### config.mk
export PLATFORM = sky130hd
export DESIGN_NAME = insn_decode
export DESIGN_NICKNAME = d
export VERILOG_FILES = /design/src/logic/exec_pkg.sv /design/src/logic/insn_decode.sv
export VERILOG_INCLUDE_DIRS = /design/src /design/src/logic
export SDC_FILE = /design/constraint.sdc
export NUM_CORES = 1
export LEC_CHECK = 0
export BUFFER_PORTS_ARGS = -buffer_cell sky130_fd_sc_hd__buf_2
export CAP_MARGIN = 25
export CORE_MARGIN = 5
export CORE_UTILIZATION = 36
export CTS_CLUSTER_SIZE = 16
export DETAILED_ROUTE_END_ITERATION = 7
export PLACE_DENSITY = 0.77
export SLEW_MARGIN = 20
export SYNTH_ARGS = -nofsm -noshare
export SYNTH_HDL_FRONTEND = slang
export SYNTH_SLANG_ARGS = --single-unit
### constraint.sdc
create_clock -name clk -period 1.1 [get_ports clk]
set_input_delay 0.22 -clock clk [delete_from_list [all_inputs] [get_ports clk]]
set_output_delay 0.22 -clock clk [all_outputs]
set_load 0.005 [all_outputs]
### src/logic/exec_defines.svh
`ifndef EXEC_DEFINES_SVH
`define EXEC_DEFINES_SVH

// datapath width
`define EXEC_XLEN 32

// register file geometry
`define EXEC_NREGS    8
`define EXEC_REG_BITS 3

// immediate field and the half-word loaded by ldi / ldh
`define EXEC_IMM_BITS 16

`endif

### src/logic/exec_pkg.sv
`include "exec_defines.svh"

`default_nettype none

package exec_pkg;

  typedef enum logic [3:0] {
    OP_LDI, OP_LDH, OP_ADD, OP_ADC, OP_SUB, OP_SBB,
    OP_AND, OP_OR, OP_XOR, OP_MUL, OP_DIV, OP_CMP
  } opcode_t;

  typedef enum logic [2:0] {
    ALU_ADD, ALU_SUB, ALU_AND, ALU_OR, ALU_XOR, ALU_MUL, ALU_DIV, ALU_LDH
  } alu_op_t;

  // 4 + 3*3 + 16 = 29 bits
  typedef struct packed {
    opcode_t                   opcode;
    logic [`EXEC_REG_BITS-1:0] rd;
    logic [`EXEC_REG_BITS-1:0] rs0;
    logic [`EXEC_REG_BITS-1:0] rs1;
    logic [`EXEC_IMM_BITS-1:0] imm;
  } insn_t;

  typedef struct packed {
    logic cf;
    logic pf;
    logic zf;
    logic sf;
    logic of;
  } status_t;

  typedef struct packed {
    alu_op_t op;
    logic    use_carry;  // adc / sbb
    logic    reg_wr;
    logic    flags_wr;
  } alu_cntl_t;

  typedef struct packed {
    logic                      valid;
    alu_cntl_t                 cntl;
    logic [`EXEC_REG_BITS-1:0] rd;
    logic [`EXEC_REG_BITS-1:0] rs0;
    logic [`EXEC_REG_BITS-1:0] rs1;
    logic [`EXEC_IMM_BITS-1:0] imm;
    logic                      use_imm;  // ldi only
  } decoded_t;

  typedef struct packed {
    logic                      valid;
    alu_cntl_t                 cntl;
    logic [`EXEC_REG_BITS-1:0] rd;
    logic [`EXEC_XLEN-1:0]     opnd0;
    logic [`EXEC_XLEN-1:0]     opnd1;
  } operands_t;

  // bypass out of execute and the registered writeback share this shape
  typedef struct packed {
    logic                      valid;
    logic [`EXEC_REG_BITS-1:0] rd;
    logic [`EXEC_XLEN-1:0]     value;
    logic                      reg_wr;
  } wb_t;

endpackage

`default_nettype wire

### src/logic/insn_decode.sv
`default_nettype none

module insn_decode (
  input  logic               clk,
  input  logic               rst_n,
  input  logic               insn_valid,
  input  exec_pkg::insn_t    insn,
  output exec_pkg::decoded_t decoded
);
  import exec_pkg::*;

  alu_cntl_t cntl;

  always_comb begin
    cntl.op        = ALU_ADD;
    cntl.use_carry = 1'b0;
    cntl.reg_wr    = (insn.opcode != OP_CMP);  // cmp only touches flags
    cntl.flags_wr  = !(insn.opcode inside {OP_LDI, OP_LDH});
    case (insn.opcode)
      OP_LDI: cntl.op = ALU_OR;  // 0 | imm
      OP_LDH: cntl.op = ALU_LDH;
      OP_ADD: cntl.op = ALU_ADD;
      OP_ADC: begin
        cntl.op        = ALU_ADD;
        cntl.use_carry = 1'b1;
      end
      OP_SUB: cntl.op = ALU_SUB;
      OP_SBB: begin
        cntl.op        = ALU_SUB;
        cntl.use_carry = 1'b1;
      end
      OP_AND: cntl.op = ALU_AND;
      OP_OR:  cntl.op = ALU_OR;
      OP_XOR: cntl.op = ALU_XOR;
      OP_MUL: cntl.op = ALU_MUL;
      OP_DIV: cntl.op = ALU_DIV;
      OP_CMP: cntl.op = ALU_SUB;
      // unused encodings fall through as a plain add
      default: cntl.op = ALU_ADD;
    endcase
  end

  always_ff @(posedge clk) begin
    decoded.cntl    <= cntl;
    decoded.rd      <= insn.rd;
    decoded.rs0     <= insn.rs0;
    decoded.rs1     <= insn.rs1;
    decoded.imm     <= insn.imm;
    decoded.use_imm <= (insn.opcode == OP_LDI);
    if (!rst_n) begin
      decoded.valid <= 1'b0;
    end else begin
      decoded.valid <= insn_valid;
    end
  end

endmodule

`default_nettype wire

# After elaboration in Yosys (flattened, before gate mapping)
# Index checks and enable logic that the tools add are counted.
[totals] regBits=33 latch_bits=0 ramBits=0 rom_bits=0 inputBits=32 out_inout_bits=33 wordCells=29 n_memories=0
[classes] addsub=0 mul=0 div_mod_pow=0 order_cmp=0 eq_ne=11 n_shift=0 n_mux=2 n_bitwise=0 reduce_logical=6
[op_table] cell="one-hot mux 3 bit (7 select lines)" n=1
[op_table] cell="equality test 4 x 3 -> 1 bit, second input constant" n=4
[op_table] cell="equality test 4 bit, second input constant" n=4
[op_table] cell="equality test 4 x 1 -> 1 bit, second input constant" n=1
[op_table] cell="equality test 4 x 2 -> 1 bit, second input constant" n=1
[op_table] cell="zero test 4 bit" n=1
[op_table] cell="inequality test 4 bit, second input constant" n=1
[op_table] cell="OR reduction 2 bit" n=2
[op_table] cell="OR reduction 3 bit" n=1
[op_table] cell="nonzero test 2 bit" n=1
[op_table] cell="zero test 1 bit" n=1
[op_table] cell="2-to-1 mux 1 bit" n=1

# Logic depth before layout (Yosys ltp)
[depth] ltp_word=3 mapped_depth=3 mapped_depth_nobuf=2

# Worst setup path before layout
# OpenSTA, ideal clock, no wires.
[synth_timing] path_kind="input-to-reg" startpoint="in insn[27] (netlist name)" endpoint="reg decoded[30] (netlist name)" setup_time_ns=0.074 t_arrival_ns=0.835 required_ns=1.026 slack_ns=0.191 cell_stages=3 path_buffers=1 path_cell_list="buf_4 > or3b_1 > a31oi_1"
[synth_rtl] item="start, declared" line="insn_decode.sv:7" rtl="input exec_pkg::insn_t insn,"
[synth_rtl] item="end, declared" line="insn_decode.sv:8" rtl="output exec_pkg::decoded_t decoded"

# Final worst setup path
[layout_timing] startpoint="reg decoded[15] (netlist name)" endpoint="out decoded[15] (netlist name)"
# No word-level cell between the ends.

==> flow_summary.ini <==
[global_routing]
grt_overflow = 0
grtUsageTotal_pct = 13.7
grt_pass1_vias = 715
grt_max_degree = 11
grt_antenna_before_repair = 0
grt_pass1_wl_um = 3260

[detailed_routing]
wl_um = 2090
vias = 688
drt_iter0_markers = 10
drt.antenna.violating_nets = 0
first_pass_iters = 3
via_per_inst = 4.00
wl_per_cell_um = 12.2
drc = 0

[power]
irDropWorstVdd_uv = 1060
p_sw_share_pct = 20.2
p_per_area_nw_per_um2 = 1500
cellInternalPower_uw = 1720
clkPwrFrac_pct = 29.9
p_leak_uw = 0.000700
switchingPower_uw = 435
p_seq_share_pct = 59.2
power_frac_comb_pct = 10.9

[placed_design]
hpwlAfterDp_um = 1330
place_area_um2 = 1130
io_buffers = 64
globalplace.congestion = 0.731

[die]
die_w_um = 57.1
initial_core_util_pct = 36.8
coreArea_um2 = 2170
die_y_um = 57.1
rows = 17
die-area_um2 = 3260
pin_count = 65

[setup_path]
cp.depth = 1
path_buf_inv = 1
cp_data_required_time_ns = 0.88
cp.arrival_ns = 0.74
critical_path.top_delay_family = flip-flops
crit_path_start_kind = flop
crit_chain = buf_2
slowest_delay_ns = 0.33
critPathCaptureType = primary output
cp_max_fo = 1
cp_slowest_cell = dfxtp_1
path_class = flop to primary output

[worst_hold_path]
holdPathEnd = decoded[32]
min_path_cells = 2
hold_path.class = input port to flop
hold_path_startpoint = insn_valid

[synthesis]
synth_seq_cells = 33
yosysUniqueCellTypes = 19
synth_area_per_cell_um2 = 15.7
netlist_instances = 51
syn-cell-area_um2 = 798
synth_nets = 83
synth_warnings = 0
yosysSeqAreaShare_pct = 82.8

[job]
cap_violations = 0

[final_layout]
regMostFlops = decoded
area_growth_pct = 79.8
layout_common_cells = 64 x buf_2, 33 x dfxtp_1, 25 x dlygate4sd3_1, 5 x clkbuf_4
final_common_cell = buf_2
num-nets-final = 176
top_regs = decoded x33
diodes = 0
largest_reg_flops = 33
drive_gt1_share_pct = 50.0
finalInstanceArea_um2 = 1440

[sta]
worst_hold_slack_ns = 0.107
period_share_pct = 87.7
worst_pin_slew_ns = 0.194
slew_violations = 0
fin_crit_ns = 0.964
finalSetupViolations = 0
finalSetupTns_ns = 0
fmax_mhz = 1040
rsz0062_at_grt = no
slew_headroom_pct = 86.9
hold_violations = 0

[cts]
cts_max_path_buffers = 2
cts_root_buf = clkbuf_4
clkSlewWorstSetupHoldPaths_ns = 0.09
cts_setup_buffers = 0
cts_tree = yes
cts_max_level = 2
clock_sinks = 33
cts_made_buffers = 5

[outcome]
status = finished clean
power groups by stage:
stage / sequential (uW) / combinational, uW / clock [uW]
after floorplan: 1310 / 40.8 / 0
after global placement: 1300 / 161 / 0
after detailed placement: 1300 / 166 / 0
after CTS: 1270 / 235 / 671
after global routing: 1280 / 259 / 727
final: 1270 / 235 / 644
synthesized netlist by cell type, drive strengths merged:
cell type / count / area [um2]
nor4: 1 / 6.26
xnor2: 1 / 8.76
a21oi: 1 / 5.00
or3b: 1 / 8.76
dfxtp: 33 / 661
a31oi: 1 / 6.26
nor3b: 1 / 7.51
or2b: 2 / 16.3
and2: 1 / 6.26
or3: 1 / 6.26
buf: 3 / 23.8
o21ba: 1 / 10.0
nand4b: 1 / 8.76
o2bb2ai: 1 / 8.76
xor2: 1 / 8.76
nand2b: 1 / 6.26
per-layer routing:
metal / GRT usage (%) / share of wire, %
met4: 6.95 / 0
met2: 26.4 / 59
met3: 7.01 / 12
met1: 11.1 / 30
met5: 0 / 0
cell families (layout without fill, tap and decap cells):
family | Yosys count | after routing | share of synthesized area, %
simple gates | 9 | 9 | 8.31
xor+xnor | 2 | 2 | 2.19
compound gates | 4 | 4 | 3.76
buf+inv | 3 | 96 | 2.98
flops | 33 | 33 | 82.8
area by class of cell:
type                    count  area [um2]
fillers                   186         734
well taps                  28        35.0
clock buffers               7        55.1
repair buffers             89         571
flip-flops and latches     33         661
multi-input cells          15         114
metrics by stage:
stage / instances / power, uW / utilization, % / setup slack [ns]
after floorplan: 51 / 1350 / - / 0.191
after global placement: 140 / 1460 / 52.1 / 0.154
after detailed placement: 140 / 1470 / 52.1 / 0.0713
after CTS: 172 / 2180 / 66.1 / 0.112
after global routing: 172 / 2260 / 66.1 / 0.0754
final: 172 / 2150 / 66.1 / 0.136
worst max path at each step:
| stage | from | slack, ns | to |
|---|---|---|---|
| after CTS | decoded[30] | 0.11 | decoded[30] |
| final | decoded[15] | 0.14 | decoded[15] |
| after floorplan | insn[27] | 0.19 | decoded[30] |
| after global placement | insn[28] | 0.15 | decoded[30] |
| after global routing | decoded[15] | 0.08 | decoded[15] |
| after detailed placement | insn[28] | 0.07 | decoded[30] |
what timing repair did:
item                      in CTS  in global routing
hold buffers                  25                  0
hold endpoints to repair      25                  0
resized for setup              0                  0
(Power assumes the default switching activity.)
