[src/logic/exec_defines.svh]
`ifndef EXEC_DEFINES_SVH
`define EXEC_DEFINES_SVH

// datapath width
`define EXEC_XLEN 32

// register file geometry
`define EXEC_NREGS    8
`define EXEC_REG_BITS 3

// immediate field and the half-word loaded by ldi / ldh
`define EXEC_IMM_BITS 16

`endif

[src/logic/exec_pkg.sv]
`include "exec_defines.svh"

`default_nettype none

package exec_pkg;

  typedef enum logic [3:0] {
    OP_LDI, OP_LDH, OP_ADD, OP_ADC, OP_SUB, OP_SBB,
    OP_AND, OP_OR, OP_XOR, OP_MUL, OP_DIV, OP_CMP
  } opcode_t;

  typedef enum logic [2:0] {
    ALU_ADD, ALU_SUB, ALU_AND, ALU_OR, ALU_XOR, ALU_MUL, ALU_DIV, ALU_LDH
  } alu_op_t;

  // 4 + 3*3 + 16 = 29 bits
  typedef struct packed {
    opcode_t                   opcode;
    logic [`EXEC_REG_BITS-1:0] rd;
    logic [`EXEC_REG_BITS-1:0] rs0;
    logic [`EXEC_REG_BITS-1:0] rs1;
    logic [`EXEC_IMM_BITS-1:0] imm;
  } insn_t;

  typedef struct packed {
    logic cf;
    logic pf;
    logic zf;
    logic sf;
    logic of;
  } status_t;

  typedef struct packed {
    alu_op_t op;
    logic    use_carry;  // adc / sbb
    logic    reg_wr;
    logic    flags_wr;
  } alu_cntl_t;

  typedef struct packed {
    logic                      valid;
    alu_cntl_t                 cntl;
    logic [`EXEC_REG_BITS-1:0] rd;
    logic [`EXEC_REG_BITS-1:0] rs0;
    logic [`EXEC_REG_BITS-1:0] rs1;
    logic [`EXEC_IMM_BITS-1:0] imm;
    logic                      use_imm;  // ldi only
  } decoded_t;

  typedef struct packed {
    logic                      valid;
    alu_cntl_t                 cntl;
    logic [`EXEC_REG_BITS-1:0] rd;
    logic [`EXEC_XLEN-1:0]     opnd0;
    logic [`EXEC_XLEN-1:0]     opnd1;
  } operands_t;

  // bypass out of execute and the registered writeback share this shape
  typedef struct packed {
    logic                      valid;
    logic [`EXEC_REG_BITS-1:0] rd;
    logic [`EXEC_XLEN-1:0]     value;
    logic                      reg_wr;
  } wb_t;

endpackage

`default_nettype wire

[src/logic/operand_fetch.sv]
`include "exec_defines.svh"

`default_nettype none

module operand_fetch (
  input  logic                clk,
  input  logic                rst_n,
  input  exec_pkg::decoded_t  decoded,
  input  exec_pkg::wb_t       bypass,
  input  exec_pkg::wb_t       writeback,
  output exec_pkg::operands_t operands
);
  import exec_pkg::*;

  localparam int ZPAD = `EXEC_XLEN - `EXEC_IMM_BITS;

  logic [`EXEC_XLEN-1:0] regs [`EXEC_NREGS];
  logic [`EXEC_XLEN-1:0] src0;
  logic [`EXEC_XLEN-1:0] src1;
  logic [`EXEC_XLEN-1:0] opnd0;
  logic [`EXEC_XLEN-1:0] opnd1;

  // execute has priority over writeback and writeback over the file
  function automatic logic [`EXEC_XLEN-1:0] pick(
    input logic [`EXEC_REG_BITS-1:0] idx,
    input logic [`EXEC_XLEN-1:0]     rf_val,
    input wb_t                       byp,
    input wb_t                       wb
  );
    logic [`EXEC_XLEN-1:0] val;
    val = rf_val;
    if (wb.valid && wb.reg_wr && wb.rd == idx)
      val = wb.value;
    if (byp.valid && byp.reg_wr && byp.rd == idx)
      val = byp.value;
    return val;
  endfunction

  always_ff @(posedge clk) begin
    if (!rst_n) begin
      for (int i = 0; i < `EXEC_NREGS; i++)
        regs[i] <= '0;
    end else if (writeback.valid && writeback.reg_wr) begin
      regs[writeback.rd] <= writeback.value;
    end
  end

  assign src0 = pick(decoded.rs0, regs[decoded.rs0], bypass, writeback);
  assign src1 = pick(decoded.rs1, regs[decoded.rs1], bypass, writeback);

  always_comb begin
    opnd0 = decoded.use_imm ? '0 : src0;
    if (decoded.use_imm)
      opnd1 = {{ZPAD{1'b0}}, decoded.imm};  // ldi
    else if (decoded.cntl.op == ALU_LDH)
      opnd1 = {decoded.imm, {ZPAD{1'b0}}};  // imm into the upper half
    else
      opnd1 = src1;
  end

  always_ff @(posedge clk) begin
    operands.cntl  <= decoded.cntl;
    operands.rd    <= decoded.rd;
    operands.opnd0 <= opnd0;
    operands.opnd1 <= opnd1;
    if (!rst_n)
      operands.valid <= 1'b0;
    else
      operands.valid <= decoded.valid;
  end

endmodule

`default_nettype wire

[config.mk]
export PLATFORM = sky130hd
export DESIGN_NAME = operand_fetch
export DESIGN_NICKNAME = d
export VERILOG_FILES = /design/src/logic/exec_pkg.sv /design/src/logic/operand_fetch.sv
export VERILOG_INCLUDE_DIRS = /design/src /design/src/logic
export SDC_FILE = /design/constraint.sdc
export NUM_CORES = 1
export LEC_CHECK = 0
export BUFFER_PORTS_ARGS = -buffer_cell sky130_fd_sc_hd__buf_2
export CAP_MARGIN = 20
export CORE_MARGIN = 1
export CORE_UTILIZATION = 55
export CTS_CLUSTER_SIZE = 12
export DETAILED_ROUTE_END_ITERATION = 10
export PLACE_DENSITY_LB_ADDON = 0.05
export RECOVER_POWER = 25
export SETUP_SLACK_MARGIN = 0.2
export SYNTH_ARGS = -nofsm -noshare
export SYNTH_HDL_FRONTEND = slang
export SYNTH_SLANG_ARGS = --single-unit
[constraint.sdc]
create_clock -name clk -period 11.05 [get_ports clk]
set_input_delay 2.21 -clock clk [delete_from_list [all_inputs] [get_ports clk]]
set_output_delay 2.21 -clock clk [all_outputs]
set_load 0.005 [all_outputs]
Word-level counts from Yosys, hierarchy flattened
Memories as Yosys holds them, arrays and structs flattened.
Cells that the tools add are included.

word-level totals
  flip-flop bits (word level) = 74
  RAM bits = 256
  bits of input ports = 109
  word-level logic and storage cells = 35
  memories = 1

operators by class
  eq/ne operators = 5
  muxes and demuxes = 13
  reduce and logical (&&, ||, !) cells = 7

memory list
  memory  words  bits a word  rd ports  clocked after memory_dff  write ports  RTL line             source
  regs    8      32           2         0                         8            operand_fetch.sv:17  logic [`EXEC_XLEN-1:0] regs [`EXEC_NREGS];

operator list
  kind                                        count
  two-way mux 32 bit                          6
  OR reduction 32 bit                         1
  two-way mux 16 bit                          1
  equality test 3 bit                         4
  logical AND 1 bit                           6
  two-way mux 1 bit                           5
  equality test 3 bit, second input constant  1
  two-way mux 3 bit                           1

Depth between registers and ports, before layout
  depth after elaboration = 6
  gate-level depth with buffers = 8
  gate-level depth less buffers = 4

Worst setup path before layout
Ideal clock, no wire load.

  kind = input to register
  start point = input writeback[36] (netlist name)
  end point = memory regs[3][0] (netlist name) (enable)
  setup time = 466 ps
  data arrival time = 5,051 ps
  required time = 10,584 ps
  slack = 5,533 ps
  cell stages on the path = 4
  cells stage by stage = buf_2 and2_1 nand3_1 o21ai_0

RTL lines
  item             RTL line             source
  start, declared  operand_fetch.sv:10  input exec_pkg::wb_t writeback,
  end, declared    operand_fetch.sv:17

==> impl_metrics.toml <==
[global_route]
grt_pass1_wl_mm = 78.39
grt_pass1_vias = 12004
track_usage = 0.3448
antenna_found_initial = 2
overflow = 0
grt_max_degree = 56

[sta]
skew_ps = 11.45
finalSetupTns_ps = 0
worst_pin_slew_ps = 2341
finalHoldViolations = 0
rsz0062_at_grt = "false"
slew_headroom = -0.5773
period_minus_slack_ps = 5722
period_share = 0.5178
slew_violations = 109
max_freq_mhz = 174.8
finalSetupViolCount = 0

[finish]
nFillCells = 2439
fin_nets = 1560
drive_gt1_frac = 0.2241
multi_input_area_um2 = 7350
area_delta_synth_final_pct = 12.82
final-seq-area_um2 = 9169

[drt]
vias_per_cell = 6.605
drc = 0
postRouteWirelength_mm = 53.50
first_pass_iters = 5
ant_nets = 0
vias = 12377
drt_iter0_markers = 1466
avgRoutedWirePerCell_um = 28.55

[logic_synthesis]
netlist_top_cells_area = "edfxtp_1 45%, mux4_2 10%, and2_1 9.5%"
synth_top_area_frac = 0.4522
synth_warnings = 0
async_flop_share = 0
yosysUniqueCellTypes = 40
ys_ff_latch = 330
synth-main-ff-cell = "edfxtp_1"
syn_nets = 1428
synth.avg_cell_area_um2 = 12.89
synth_cells = 1319
seq_area_frac_synth = 0.5393
synth.largest_area_cell = "edfxtp_1"
synth_area_um2 = 17000
synth_edf_count = 256

[critical_path]
r2r_setup_slack_ps = 9350
critPathSlowestCell = "o21ai_0"
path_class = "in2reg"
timing.rr.end = "operands[47]$_SDFF_PP0_"
startpoint = "rst_n"
cp.arrival_ps = 5890
startpoint_type = "input pin"
crit_chain = "clkbuf_1 > nand3_1 > o21ai_0 > buf_4"
cp-end-kind = "register"
crit_required_ps = 11220
r2r-start = "regs[2][15]$_SDFFCE_PN0P_"
worst_r2r_path_depth = 3
cp_num_buf_inv = 2
critPathMaxStageDelay_ps = 1910
worst-path-stages = 4
crit_fanout = 21
crit_family = "compound AO/OA/AOI/OAI gates"

[floorplan]
die-area_um2 = 31620
die_y_um = 177.8
core_um2 = 30510
initial_core_util = 0.5572
die_w_um = 177.8
io_pins = 183
rows = 64

[clock_network]
cts.clk_slew.worst_paths_ps = 60
clkSinkCount = 330
cts_tree = "done"
clockRootBuffer = "clkbuf_16"
numCtsBuffers = 37
cts_hold_buf = 0
worstSkewPairLatency_ps = 520
max-clock-path-buffers = 3
htreeDepth = 2
postCtsSetupBuffers = 0
ctsResizeCount = 0

[pwr]
powerDensity_nw_per_um2 = 155.0
irDropWorstVdd_mv = 0.1060
p_leak_nw = 6.979
total_power_mw = 2.974

[hold_path]
hp-start = "regs[3][14]$_SDFFCE_PN0P_"
min_path_type = "reg2reg"
min_to = "operands[14]$_DFF_P_"
hold_depth = 4

[placed_design]
place.gp.congestion = 0.8332
hpwlAfterDp_mm = 32.63
io_buffers = 182

[job]
cap_violations = 6

[run_status]
violations = "max-capacitance violations, max-slew violations"
outcome = "complete, but fails checks"
[cells by family (layout without fill, tap and decap cells)]
group	count (synthesis)	count (layout)	share of synthesized area
compound gates	225	225	0.09480
other cells	0	1	0
mux	194	194	0.1720
flops	330	330	0.5393
buf+inv	117	275	0.03371
xor+xnor	12	12	0.008170
simple gates	441	441	0.1520
[final cells by class]
cell class,count,area share
Antenna cell,1,0.0001305
Clock buffer,53,0.05193
Clock inverter,12,0.004240
Multi-Input combinational cell,872,0.3832
Sequential cell,330,0.4780
Tap cell,396,0.02583
Timing Repair Buffer,210,0.05662
[how the worst max path moves through the flow]
| stage | end | slack [ps] |
|---|---|---|
| floorplan | regs[3][0]$_SDFFCE_PN0P_ | 5530 |
| global placement | operands[21]$_SDFF_PP0_ | 5830 |
| detailed placement | operands[27]$_SDFF_PP0_ | 5720 |
| CTS | operands[27]$_SDFF_PP0_ | 6280 |
| global route | regs[5][1]$_SDFFCE_PN0P_ | 5230 |
| finish | regs[5][1]$_SDFFCE_PN0P_ | 5330 |
[report_power, final]
group | internal (mW) | switching (mW)
logic | 0.156 | 0.221
registers | 1.42 | 0.0407
clock network | 0.649 | 0.485
total | 2.23 | 0.747
[per-stage QoR]
step | setup slack [ps] | instance area (µm²) | hold slack [ps] | std cells | util
4_1_cts | 6279 | 19260 | 749.3 | 1871 | 0.6314
2_1_floorplan | 5533 | 17000 | 658.9 | 1319 | -
6_report | 5328 | 19180 | 753.3 | 1874 | 0.6287
3_5_place_dp | 5723 | 18190 | 729.8 | 1806 | 0.5961
3_3_place_gp | 5833 | 18180 | 713.2 | 1805 | 0.5958
5_1_grt | 5227 | 19180 | 765.7 | 1874 | 0.6287
[routing by layer]
metal,vias to the layer above,track usage,part of all wire
met3,145,0.05741,0.094
li1,5281,-,-
met4,2,0.1471,0.041
met5,-,0,0.00015
met2,720,0.5324,0.46
met1,6229,0.4834,0.40
[cell usage after synthesis, types with 17 or more instances]
master,number
o2bb2ai_1,32
dfxtp_1,74
edfxtp_1,256
mux4_2,77
nand3_1,35
mux2i_1,102
o21ai_0,68
or4_1,17
buf_2,33
clkbuf_1,68
a211oi_1,23
o22ai_1,33
nand2_1,55
and2_1,259
a22oi_1,31
[worst register-to-register path, cell delays in order, from the launching register on]
cell       delay [ps]
edfxtp_1          400
mux4_2            470
a211oi_1          550
o2bb2ai_1         150
[registers in the layout (all words and copies together), names as in the netlist]
| name | flops |
|---|---|
| regs | 256 |
| operands | 74 |
[placed cells by master, fill, tap and decap left out, types with 17 or more instances in the layout]
cell type  netlist  routed
edfxtp_1       256     256
and2_1         259     227
buf_2           33     132
mux2i_1        102     102
mux4_2          77      77
dfxtp_1         74      74
o21ai_0         68      65
clkbuf_1        68      63
nand2_1         55      55
clkbuf_16        0      37
nand3_1         35      35
o22ai_1         33      33
o2bb2ai_1       32      32
and2_0           0      32
a22oi_1         31      31
buf_4            5      27
a211oi_1        23      23
or4_1           17      17
No activity file was read; power rests on OpenSTA's default activity.
