[src/logic/exec_defines.svh]
`ifndef EXEC_DEFINES_SVH
`define EXEC_DEFINES_SVH

// datapath width
`define EXEC_XLEN 32

// register file geometry
`define EXEC_NREGS    8
`define EXEC_REG_BITS 3

// immediate field and the half-word loaded by ldi / ldh
`define EXEC_IMM_BITS 16

`endif

[src/logic/exec_pkg.sv]
`include "exec_defines.svh"

`default_nettype none

package exec_pkg;

  typedef enum logic [3:0] {
    OP_LDI, OP_LDH, OP_ADD, OP_ADC, OP_SUB, OP_SBB,
    OP_AND, OP_OR, OP_XOR, OP_MUL, OP_DIV, OP_CMP
  } opcode_t;

  typedef enum logic [2:0] {
    ALU_ADD, ALU_SUB, ALU_AND, ALU_OR, ALU_XOR, ALU_MUL, ALU_DIV, ALU_LDH
  } alu_op_t;

  // 4 + 3*3 + 16 = 29 bits
  typedef struct packed {
    opcode_t                   opcode;
    logic [`EXEC_REG_BITS-1:0] rd;
    logic [`EXEC_REG_BITS-1:0] rs0;
    logic [`EXEC_REG_BITS-1:0] rs1;
    logic [`EXEC_IMM_BITS-1:0] imm;
  } insn_t;

  typedef struct packed {
    logic cf;
    logic pf;
    logic zf;
    logic sf;
    logic of;
  } status_t;

  typedef struct packed {
    alu_op_t op;
    logic    use_carry;  // adc / sbb
    logic    reg_wr;
    logic    flags_wr;
  } alu_cntl_t;

  typedef struct packed {
    logic                      valid;
    alu_cntl_t                 cntl;
    logic [`EXEC_REG_BITS-1:0] rd;
    logic [`EXEC_REG_BITS-1:0] rs0;
    logic [`EXEC_REG_BITS-1:0] rs1;
    logic [`EXEC_IMM_BITS-1:0] imm;
    logic                      use_imm;  // ldi only
  } decoded_t;

  typedef struct packed {
    logic                      valid;
    alu_cntl_t                 cntl;
    logic [`EXEC_REG_BITS-1:0] rd;
    logic [`EXEC_XLEN-1:0]     opnd0;
    logic [`EXEC_XLEN-1:0]     opnd1;
  } operands_t;

  // bypass out of execute and the registered writeback share this shape
  typedef struct packed {
    logic                      valid;
    logic [`EXEC_REG_BITS-1:0] rd;
    logic [`EXEC_XLEN-1:0]     value;
    logic                      reg_wr;
  } wb_t;

endpackage

`default_nettype wire

[src/logic/alu.sv]
`include "exec_defines.svh"

`default_nettype none

module alu (
  input  exec_pkg::alu_cntl_t   cntl,
  input  exec_pkg::status_t     status_in,
  input  logic [`EXEC_XLEN-1:0] opnd0,
  input  logic [`EXEC_XLEN-1:0] opnd1,
  output logic [`EXEC_XLEN-1:0] result,
  output exec_pkg::status_t     status_out
);
  import exec_pkg::*;

  localparam int W = `EXEC_XLEN;
  localparam int H = `EXEC_IMM_BITS;

  logic           carry_in;
  logic [W:0]     sum;
  logic [W:0]     diff;
  logic [2*W-1:0] product;
  logic           div_zero;
  logic [W-1:0]   quotient;
  status_t        flags_new;

  assign carry_in = cntl.use_carry & status_in.cf;

  // bit W is the carry out, or the borrow for diff
  assign sum      = {1'b0, opnd0} + {1'b0, opnd1} + {{W{1'b0}}, carry_in};
  assign diff     = {1'b0, opnd0} - {1'b0, opnd1} - {{W{1'b0}}, carry_in};
  assign product  = {{W{1'b0}}, opnd0} * {{W{1'b0}}, opnd1};
  assign div_zero = (opnd1 == '0);
  assign quotient = div_zero ? '1 : opnd0 / opnd1;

  always_comb begin
    flags_new    = status_in;
    flags_new.cf = 1'b0;  // logical ops leave cf/of clear
    flags_new.of = 1'b0;
    result       = '0;
    case (cntl.op)
      ALU_ADD: begin
        result       = sum[W-1:0];
        flags_new.cf = sum[W];
        flags_new.of = (opnd0[W-1] == opnd1[W-1]) && (sum[W-1] != opnd0[W-1]);
      end
      ALU_SUB: begin
        result       = diff[W-1:0];
        flags_new.cf = diff[W];
        flags_new.of = (opnd0[W-1] != opnd1[W-1]) && (diff[W-1] != opnd0[W-1]);
      end
      ALU_AND: result = opnd0 & opnd1;
      ALU_OR:  result = opnd0 | opnd1;
      ALU_XOR: result = opnd0 ^ opnd1;
      ALU_MUL: begin
        result       = product[W-1:0];
        flags_new.cf = |product[2*W-1:W];  // upper half lost
        flags_new.of = |product[2*W-1:W];
      end
      ALU_DIV: begin
        result       = quotient;
        flags_new.of = div_zero;
      end
      ALU_LDH: result = {opnd1[W-1:W-H], opnd0[W-H-1:0]};
      default: result = '0;
    endcase
    flags_new.pf = ~^result[7:0];  // even parity of the low byte
    flags_new.zf = (result == '0);
    flags_new.sf = result[W-1];
    status_out   = cntl.flags_wr ? flags_new : status_in;
  end

endmodule

`default_nettype wire

[src/logic/execute_stage.sv]
`include "exec_defines.svh"

`default_nettype none

module execute_stage (
  input  logic                clk,
  input  logic                rst_n,
  input  exec_pkg::operands_t operands,
  output exec_pkg::wb_t       bypass,
  output exec_pkg::wb_t       writeback,
  output exec_pkg::status_t   status
);
  import exec_pkg::*;

  logic [`EXEC_XLEN-1:0] alu_result;
  status_t               alu_status;
  status_t               flags;

  alu alu0 (
    .cntl       (operands.cntl),
    .status_in  (flags),
    .opnd0      (operands.opnd0),
    .opnd1      (operands.opnd1),
    .result     (alu_result),
    .status_out (alu_status)
  );

  // the instruction in execute as seen by operand fetch this cycle
  assign bypass.valid  = operands.valid;
  assign bypass.rd     = operands.rd;
  assign bypass.value  = alu_result;
  assign bypass.reg_wr = operands.cntl.reg_wr;

  always_ff @(posedge clk) begin
    if (operands.valid) begin
      writeback.rd     <= operands.rd;
      writeback.value  <= alu_result;
      writeback.reg_wr <= operands.cntl.reg_wr;
    end
    if (!rst_n) begin
      writeback.valid <= 1'b0;
      flags           <= '0;
    end else begin
      writeback.valid <= operands.valid;
      if (operands.valid)
        flags <= alu_status;  // alu holds flags when flags_wr is clear
    end
  end

  assign status = flags;

endmodule

`default_nettype wire

[config.mk]
export PLATFORM = sky130hd
export DESIGN_NAME = execute_stage
export DESIGN_NICKNAME = d
export VERILOG_FILES = /design/src/logic/exec_pkg.sv /design/src/logic/alu.sv /design/src/logic/execute_stage.sv
export VERILOG_INCLUDE_DIRS = /design/src /design/src/logic
export SDC_FILE = /design/constraint.sdc
export NUM_CORES = 2
export LEC_CHECK = 0
export BUFFER_PORTS_ARGS = -buffer_cell sky130_fd_sc_hd__buf_2
export CAP_MARGIN = 20
export CORE_MARGIN = 3
export CORE_UTILIZATION = 45
export DETAILED_ROUTE_END_ITERATION = 6
export GPL_ROUTABILITY_DRIVEN = 0
export MAX_ROUTING_LAYER = met4
export SLEW_MARGIN = 5
export SYNTH_ARGS = -nofsm -noshare
export SYNTH_HDL_FRONTEND = slang
export SYNTH_SLANG_ARGS = --single-unit
[constraint.sdc]
create_clock -name clk -period 415 [get_ports clk]
set_input_delay 124.5 -clock clk [delete_from_list [all_inputs] [get_ports clk]]
set_output_delay 124.5 -clock clk [all_outputs]
set_load 0.02 [all_outputs]
Yosys cells after proc, flatten, opt, wreduce, memory -nomap -nowiden
Cells that the tools add are included.
Operators by class
  reduce and logical (&&, ||, !) cells: 8
  multiplexer cells: 4
  multipliers: 1
  equal/unequal tests: 11
  add/subtract/negate cells: 4
  bitwise logic cells: 4
  divide/modulo/power cells: 1
Operator list (count)
  32-bit case mux with 8 select lines: 1
  32-bit zero test: 2
  32-bit by 32-bit multiplier with 64-bit output: 1
  32-bit by 32-bit adder with 33-bit output: 1
  33-bit by 1-bit adder with 33-bit output: 1
  32-bit by 32-bit subtractor with 33-bit output: 1
  33-bit by 1-bit subtractor with 33-bit output: 1
  32-bit bitwise AND: 1
  32-bit by 32-bit divider with 32-bit output: 1
  32-bit two-way mux: 1
  32-bit OR: 1
  32-bit OR reduction: 1
  32-bit XOR: 1
  3-bit == test (second input constant): 4
  8-bit XNOR reduction: 1
  3-bit by 2-bit == test with 1-bit output (second input constant): 2
  1-bit case mux with 4 select lines: 1
  3-bit by 1-bit == test with 1-bit output (second input constant): 1
  3-bit zero test: 1
  1-bit inequality test: 3
  1-bit case mux with 3 select lines: 1
  1-bit logical AND: 2
  2-bit AND reduction: 1
  1-bit bitwise AND: 1
  1-bit == test: 1
Storage, ports and cells
  input port bits: 76
  bits in registers: 42
  logic and storage cells: 42
  output and inout port bits: 79

Depth between registers and ports, before layout
  word-level depth: 5
  mapped depth: 354

Cells and area by module
A second synthesis with hierarchy kept.
Unflattened totals
  cells, all modules: 9000
  area, all modules: 68316.8 sq um
Modules (own cells, without submodules)
  alu: area an instance 66978.0 sq um, seq. area each 0.0 sq um, times used 1, cells each 8941
  execute_stage: area an instance 1338.8 sq um, seq. area each 1201.2 sq um, times used 1, cells each 59

Worst setup path before layout
Ideal clock, no wire load.
  path kind: input to output
  start point: input port operands[0] (netlist bit)
  end point: output port bypass[1] (netlist bit)
  stages on the path: 319
  buffers on the path: 52
  slack: 94.914 ns
  data arrival time: 195.586 ns
  cell sequence: clkbuf_1 inv_1 buf_1 ha_1 and3_1 nand4_1 a22oi_1 ha_1 o21a_1 o21ai_0 nor4_4 a21o_1 a21oi_1 a21o_1 ha_1 o211a_1 o21ai_0 nor2_1 [283 not listed] clkbuf_1 o21ai_0 ha_1 a21boi_0 o21a_1 o21a_1 o21ai_0 nand2b_1 a21oi_1 nor2b_1 o21ai_0 nand2b_1 a21oi_1 nor2b_1 o21ai_0 a2111oi_0 nor2_1 a221oi_1
RTL lines
  start, declared: line execute_stage.sv:8  | input exec_pkg::operands_t operands,
  end, declared: line execute_stage.sv:9  | output exec_pkg::wb_t bypass,

==> qor.json <==
{
  "status": {
    "status": "complete, but fails checks",
    "failed_checks": "DRC"
  },
  "detailed_routing": {
    "vias": 69910,
    "ant_nets": 0,
    "detail_route.first_pass.iterations": 7,
    "route.detailed.wl_per_inst_um": 27.87,
    "detail_route.wirelength_mm": 305.5,
    "vias_per_cell": 6.379,
    "detail_route.iter0.violations": 9102,
    "remaining_drcs": 1
  },
  "worst_setup_path": {
    "critical_path.top_delay_family": "compound AO/OA/AOI/OAI gates",
    "path_common_cell": "sky130_fd_sc_hd__ha_1",
    "critical-path-slowest-cell": "sky130_fd_sc_hd__nor3_1",
    "r2r_cells": 19,
    "crit_required_ps": 290500,
    "slowest_delay_ps": 1110,
    "r2r-end": "status[2]",
    "regToRegStartpoint": "status[4]",
    "cp_max_fo": 34,
    "rrSetupSlack_ps": 408980,
    "timing.setup.critical_path_class": "primary input to output port",
    "worstPathArrival_ps": 211400,
    "cp-end-kind": "output port",
    "worst_setup_sp_type": "primary input",
    "critical_path.n_buffers_inverters": 20
  },
  "timing": {
    "fin_setup_tns_ps": 0,
    "final_min_period_over_clock_period_pct": 80.94,
    "rsz0062_at_grt": "no",
    "setup-violations-final": 0,
    "achievable-frequency_ghz": 0.002977,
    "final.min_clock_period_ps": 335900,
    "finalHoldViolCount": 0,
    "slew_violations": 0,
    "tightestPinTransition_ps": 1301,
    "max-slew-margin-rel_pct": 13.08,
    "clock_skew_ps": 13.17
  },
  "synth": {
    "ys_types": 98,
    "synth.ff_latch_count": 42,
    "ys_seq_area_share_pct": 1.767,
    "postSynth.asyncResetShare_pct": 0,
    "post_synth.cell_area_avg_sq_um": 7.601,
    "edff_count_synth": 36,
    "synthesized_net_count": 10850,
    "synthesis.yosys.warnings": 0,
    "yosys_most_used_dff": "sky130_fd_sc_hd__edfxtp_1",
    "synthesis.instances": 8945,
    "post_synth_instance_area_sq_um": 67990
  },
  "cells_and_area": {
    "layout-area-overhead-vs-synth_pct": 5.351,
    "layout-drive-gt1-share_pct": 6.729,
    "post-route-util_pct": 47.77,
    "final_nets": 10800
  },
  "placement": {
    "place_hpwl_mm": 234.2,
    "port_buffers": 154
  },
  "clocking": {
    "clock_insertion_delay_worst_skew_ps": 330,
    "ctsLongestPathBuffers": 2,
    "htree_levels": 2,
    "numClockSinks": 42,
    "post_cts_hold_buffer_count": 0,
    "cts_inserted_buffers": 5,
    "post_cts_resized": 0,
    "count_of_buffers_added_by_post_cts_timing_repair_for_setup": 0,
    "clk_root_buf": "sky130_fd_sc_hd__clkbuf_16",
    "path_clk_slew_ps": 80,
    "cts_tree": "yes"
  },
  "hold_path": {
    "hold_end": "status[1]",
    "hold_path_class": "register to register",
    "hold_path_depth": 2,
    "worstHoldStart": "status[1]"
  },
  "die": {
    "die_width_um": 394.7,
    "die_height_um": 394.7,
    "die_area_sq_um": 155800,
    "row_count": 142,
    "core_sq_um": 150000,
    "starting_density_pct": 45.34,
    "pin_count": 155
  },
  "grt": {
    "grt_antenna_before_repair": 46,
    "grt_overflow_total": 0,
    "number_of_global_route_vias_before_repair": 69200,
    "largest_net_degree_at_the_start_of_global_routing": 65,
    "first_pass_grt_wire_length_mm": 453.5,
    "grt.total_usage_pct": 39.87
  },
  "flow_run": {
    "maxCapViolCount": 0
  }
}
[cell families after synthesis]
logic type	synth area share, %
DFF	1.767
adders and majority gates	43.52
muxes	1.987
xor gates and xnor gates	5.449
and+or+nand+nor	19.66
buffers and inverters	8.809
AOI/OAI and AO/OA	18.81
[cell usage in the layout (no fill, tap or decap), types with 84 or more instances in the layout]
cell / synthesis / final
sky130_fd_sc_hd__fa_1: 900 / 900
sky130_fd_sc_hd__nor2_1: 1182 / 1180
sky130_fd_sc_hd__nand3_1: 158 / 158
sky130_fd_sc_hd__xnor2_1: 253 / 253
sky130_fd_sc_hd__a31oi_1: 99 / 95
sky130_fd_sc_hd__buf_4: 7 / 176
sky130_fd_sc_hd__nor3_1: 173 / 171
sky130_fd_sc_hd__inv_1: 1161 / 1155
sky130_fd_sc_hd__xor2_1: 170 / 170
sky130_fd_sc_hd__o21a_1: 129 / 129
sky130_fd_sc_hd__ha_1: 925 / 925
sky130_fd_sc_hd__o21ai_0: 381 / 377
sky130_fd_sc_hd__mux2_2: 84 / 84
sky130_fd_sc_hd__a21oi_1: 511 / 508
sky130_fd_sc_hd__buf_2: 5 / 154
sky130_fd_sc_hd__nand2_1: 903 / 903
sky130_fd_sc_hd__a21o_1: 179 / 179
[worst register-to-register path, cell delays in order, from the launching register on]
cell	delay, ps
sky130_fd_sc_hd__dfxtp_1	380
sky130_fd_sc_hd__nand2_1	150
sky130_fd_sc_hd__fa_1	620
sky130_fd_sc_hd__inv_1	70
sky130_fd_sc_hd__ha_1	190
sky130_fd_sc_hd__o211ai_1	370
sky130_fd_sc_hd__nand3_1	240
sky130_fd_sc_hd__a21oi_1	260
sky130_fd_sc_hd__xnor2_1	140
sky130_fd_sc_hd__o21ai_0	120
sky130_fd_sc_hd__buf_4	240
sky130_fd_sc_hd__a2111o_1	630
sky130_fd_sc_hd__o21ai_0	360
sky130_fd_sc_hd__ha_1	260
sky130_fd_sc_hd__nand4_1	110
sky130_fd_sc_hd__nor3_1	520
sky130_fd_sc_hd__and4_1	300
sky130_fd_sc_hd__nand3_1	220
sky130_fd_sc_hd__or4_1	520
sky130_fd_sc_hd__o41ai_1	220
[Yosys cell counts (22+ instances only)]
master | number | area share (%)
sky130_fd_sc_hd__nor3_1 | 173 | 1.3
sky130_fd_sc_hd__o211ai_1 | 83 | 0.92
sky130_fd_sc_hd__a21o_1 | 179 | 2.0
sky130_fd_sc_hd__nand3_1 | 158 | 1.2
sky130_fd_sc_hd__or3_1 | 68 | 0.63
sky130_fd_sc_hd__mux2i_1 | 39 | 0.57
sky130_fd_sc_hd__clkinv_1 | 26 | 0.14
sky130_fd_sc_hd__nor3b_1 | 22 | 0.24
sky130_fd_sc_hd__nor2b_1 | 68 | 0.63
sky130_fd_sc_hd__ha_1 | 925 | 17
sky130_fd_sc_hd__o2111ai_1 | 24 | 0.31
sky130_fd_sc_hd__fa_1 | 900 | 26
sky130_fd_sc_hd__a31o_2 | 25 | 0.32
sky130_fd_sc_hd__buf_1 | 74 | 0.41
sky130_fd_sc_hd__xor2_1 | 170 | 2.2
sky130_fd_sc_hd__clkbuf_1 | 304 | 1.7
sky130_fd_sc_hd__nand4_1 | 70 | 0.64
sky130_fd_sc_hd__o21ai_0 | 381 | 2.8
sky130_fd_sc_hd__nor4_1 | 53 | 0.49
sky130_fd_sc_hd__o31ai_1 | 41 | 0.45
sky130_fd_sc_hd__inv_1 | 1161 | 6.4
sky130_fd_sc_hd__or2_2 | 53 | 0.49
sky130_fd_sc_hd__nand2b_1 | 72 | 0.66
sky130_fd_sc_hd__o21a_1 | 129 | 1.4
sky130_fd_sc_hd__mux2_2 | 84 | 1.4
sky130_fd_sc_hd__a22oi_1 | 25 | 0.28
sky130_fd_sc_hd__nand2_1 | 903 | 5.0
sky130_fd_sc_hd__and2_1 | 46 | 0.42
sky130_fd_sc_hd__and3_1 | 56 | 0.52
sky130_fd_sc_hd__o21bai_1 | 44 | 0.49
sky130_fd_sc_hd__o22ai_1 | 27 | 0.25
sky130_fd_sc_hd__a221oi_1 | 30 | 0.39
sky130_fd_sc_hd__a31oi_1 | 99 | 0.91
sky130_fd_sc_hd__xnor2_1 | 253 | 3.3
sky130_fd_sc_hd__a21oi_1 | 511 | 3.8
sky130_fd_sc_hd__nor2_1 | 1182 | 6.5
sky130_fd_sc_hd__a211oi_1 | 61 | 0.67
sky130_fd_sc_hd__edfxtp_1 | 36 | 1.6
[area by class of cell]
type / instances / area [sq um]
fillers: 15110 / 78330
clock inverters: 3 / 48.80
repair buffers: 340 / 2226
diodes: 42 / 105.1
inverters: 1194 / 4483
flip-flops and latches: 42 / 1201
multi-input cells: 7318 / 60920
clock buffers: 5 / 125.1
well taps: 2016 / 2522
[per-stage QoR]
| step | hold WS [ps] | cell area (sq um) | instances | setup slack, ps |
|---|---|---|---|---|
| 2_1_floorplan | 528.2 | 67990 | 8945 | 94910 |
| 5_1_grt | 484.0 | 71610 | 10950 | 74610 |
| 6_report | 450.8 | 71630 | 10960 | 79100 |
| 3_3_place_gp | 439.9 | 71190 | 10900 | 82920 |
| 3_5_place_dp | 441.4 | 71230 | 10900 | 81880 |
| 4_1_cts | 453.4 | 71400 | 10910 | 81510 |
[metal layers]
layer,vias up,global-route usage (%),wire (um)
li1,30210,-,-
met1,33900,49.04,114600
met2,4623,56.79,125700
met3,1187,12.49,40780
met4,0,24.46,24390
met5,-,-,0
[how the worst max path moves through the flow]
stage | slack [ps] | cells past startpoint | end | startpoint
4_1_cts | 81510 | 293 | bypass[1] | operands[25]
2_1_floorplan | 94910 | 319 | bypass[1] | operands[0]
5_1_grt | 74610 | 301 | bypass[1] | operands[25]
6_report | 79100 | 294 | bypass[1] | operands[25]
3_5_place_dp | 81880 | 292 | bypass[1] | operands[25]
3_3_place_gp | 82920 | 286 | bypass[1] | operands[25]
[registers in the layout, indices dropped and copies added, names as in the netlist]
| name | count |
|---|---|
| writeback | 37 |
| status | 5 |
Power is not shown: default switching activity piles up to over one toggle a cycle in this logic, so the estimate is an artifact.
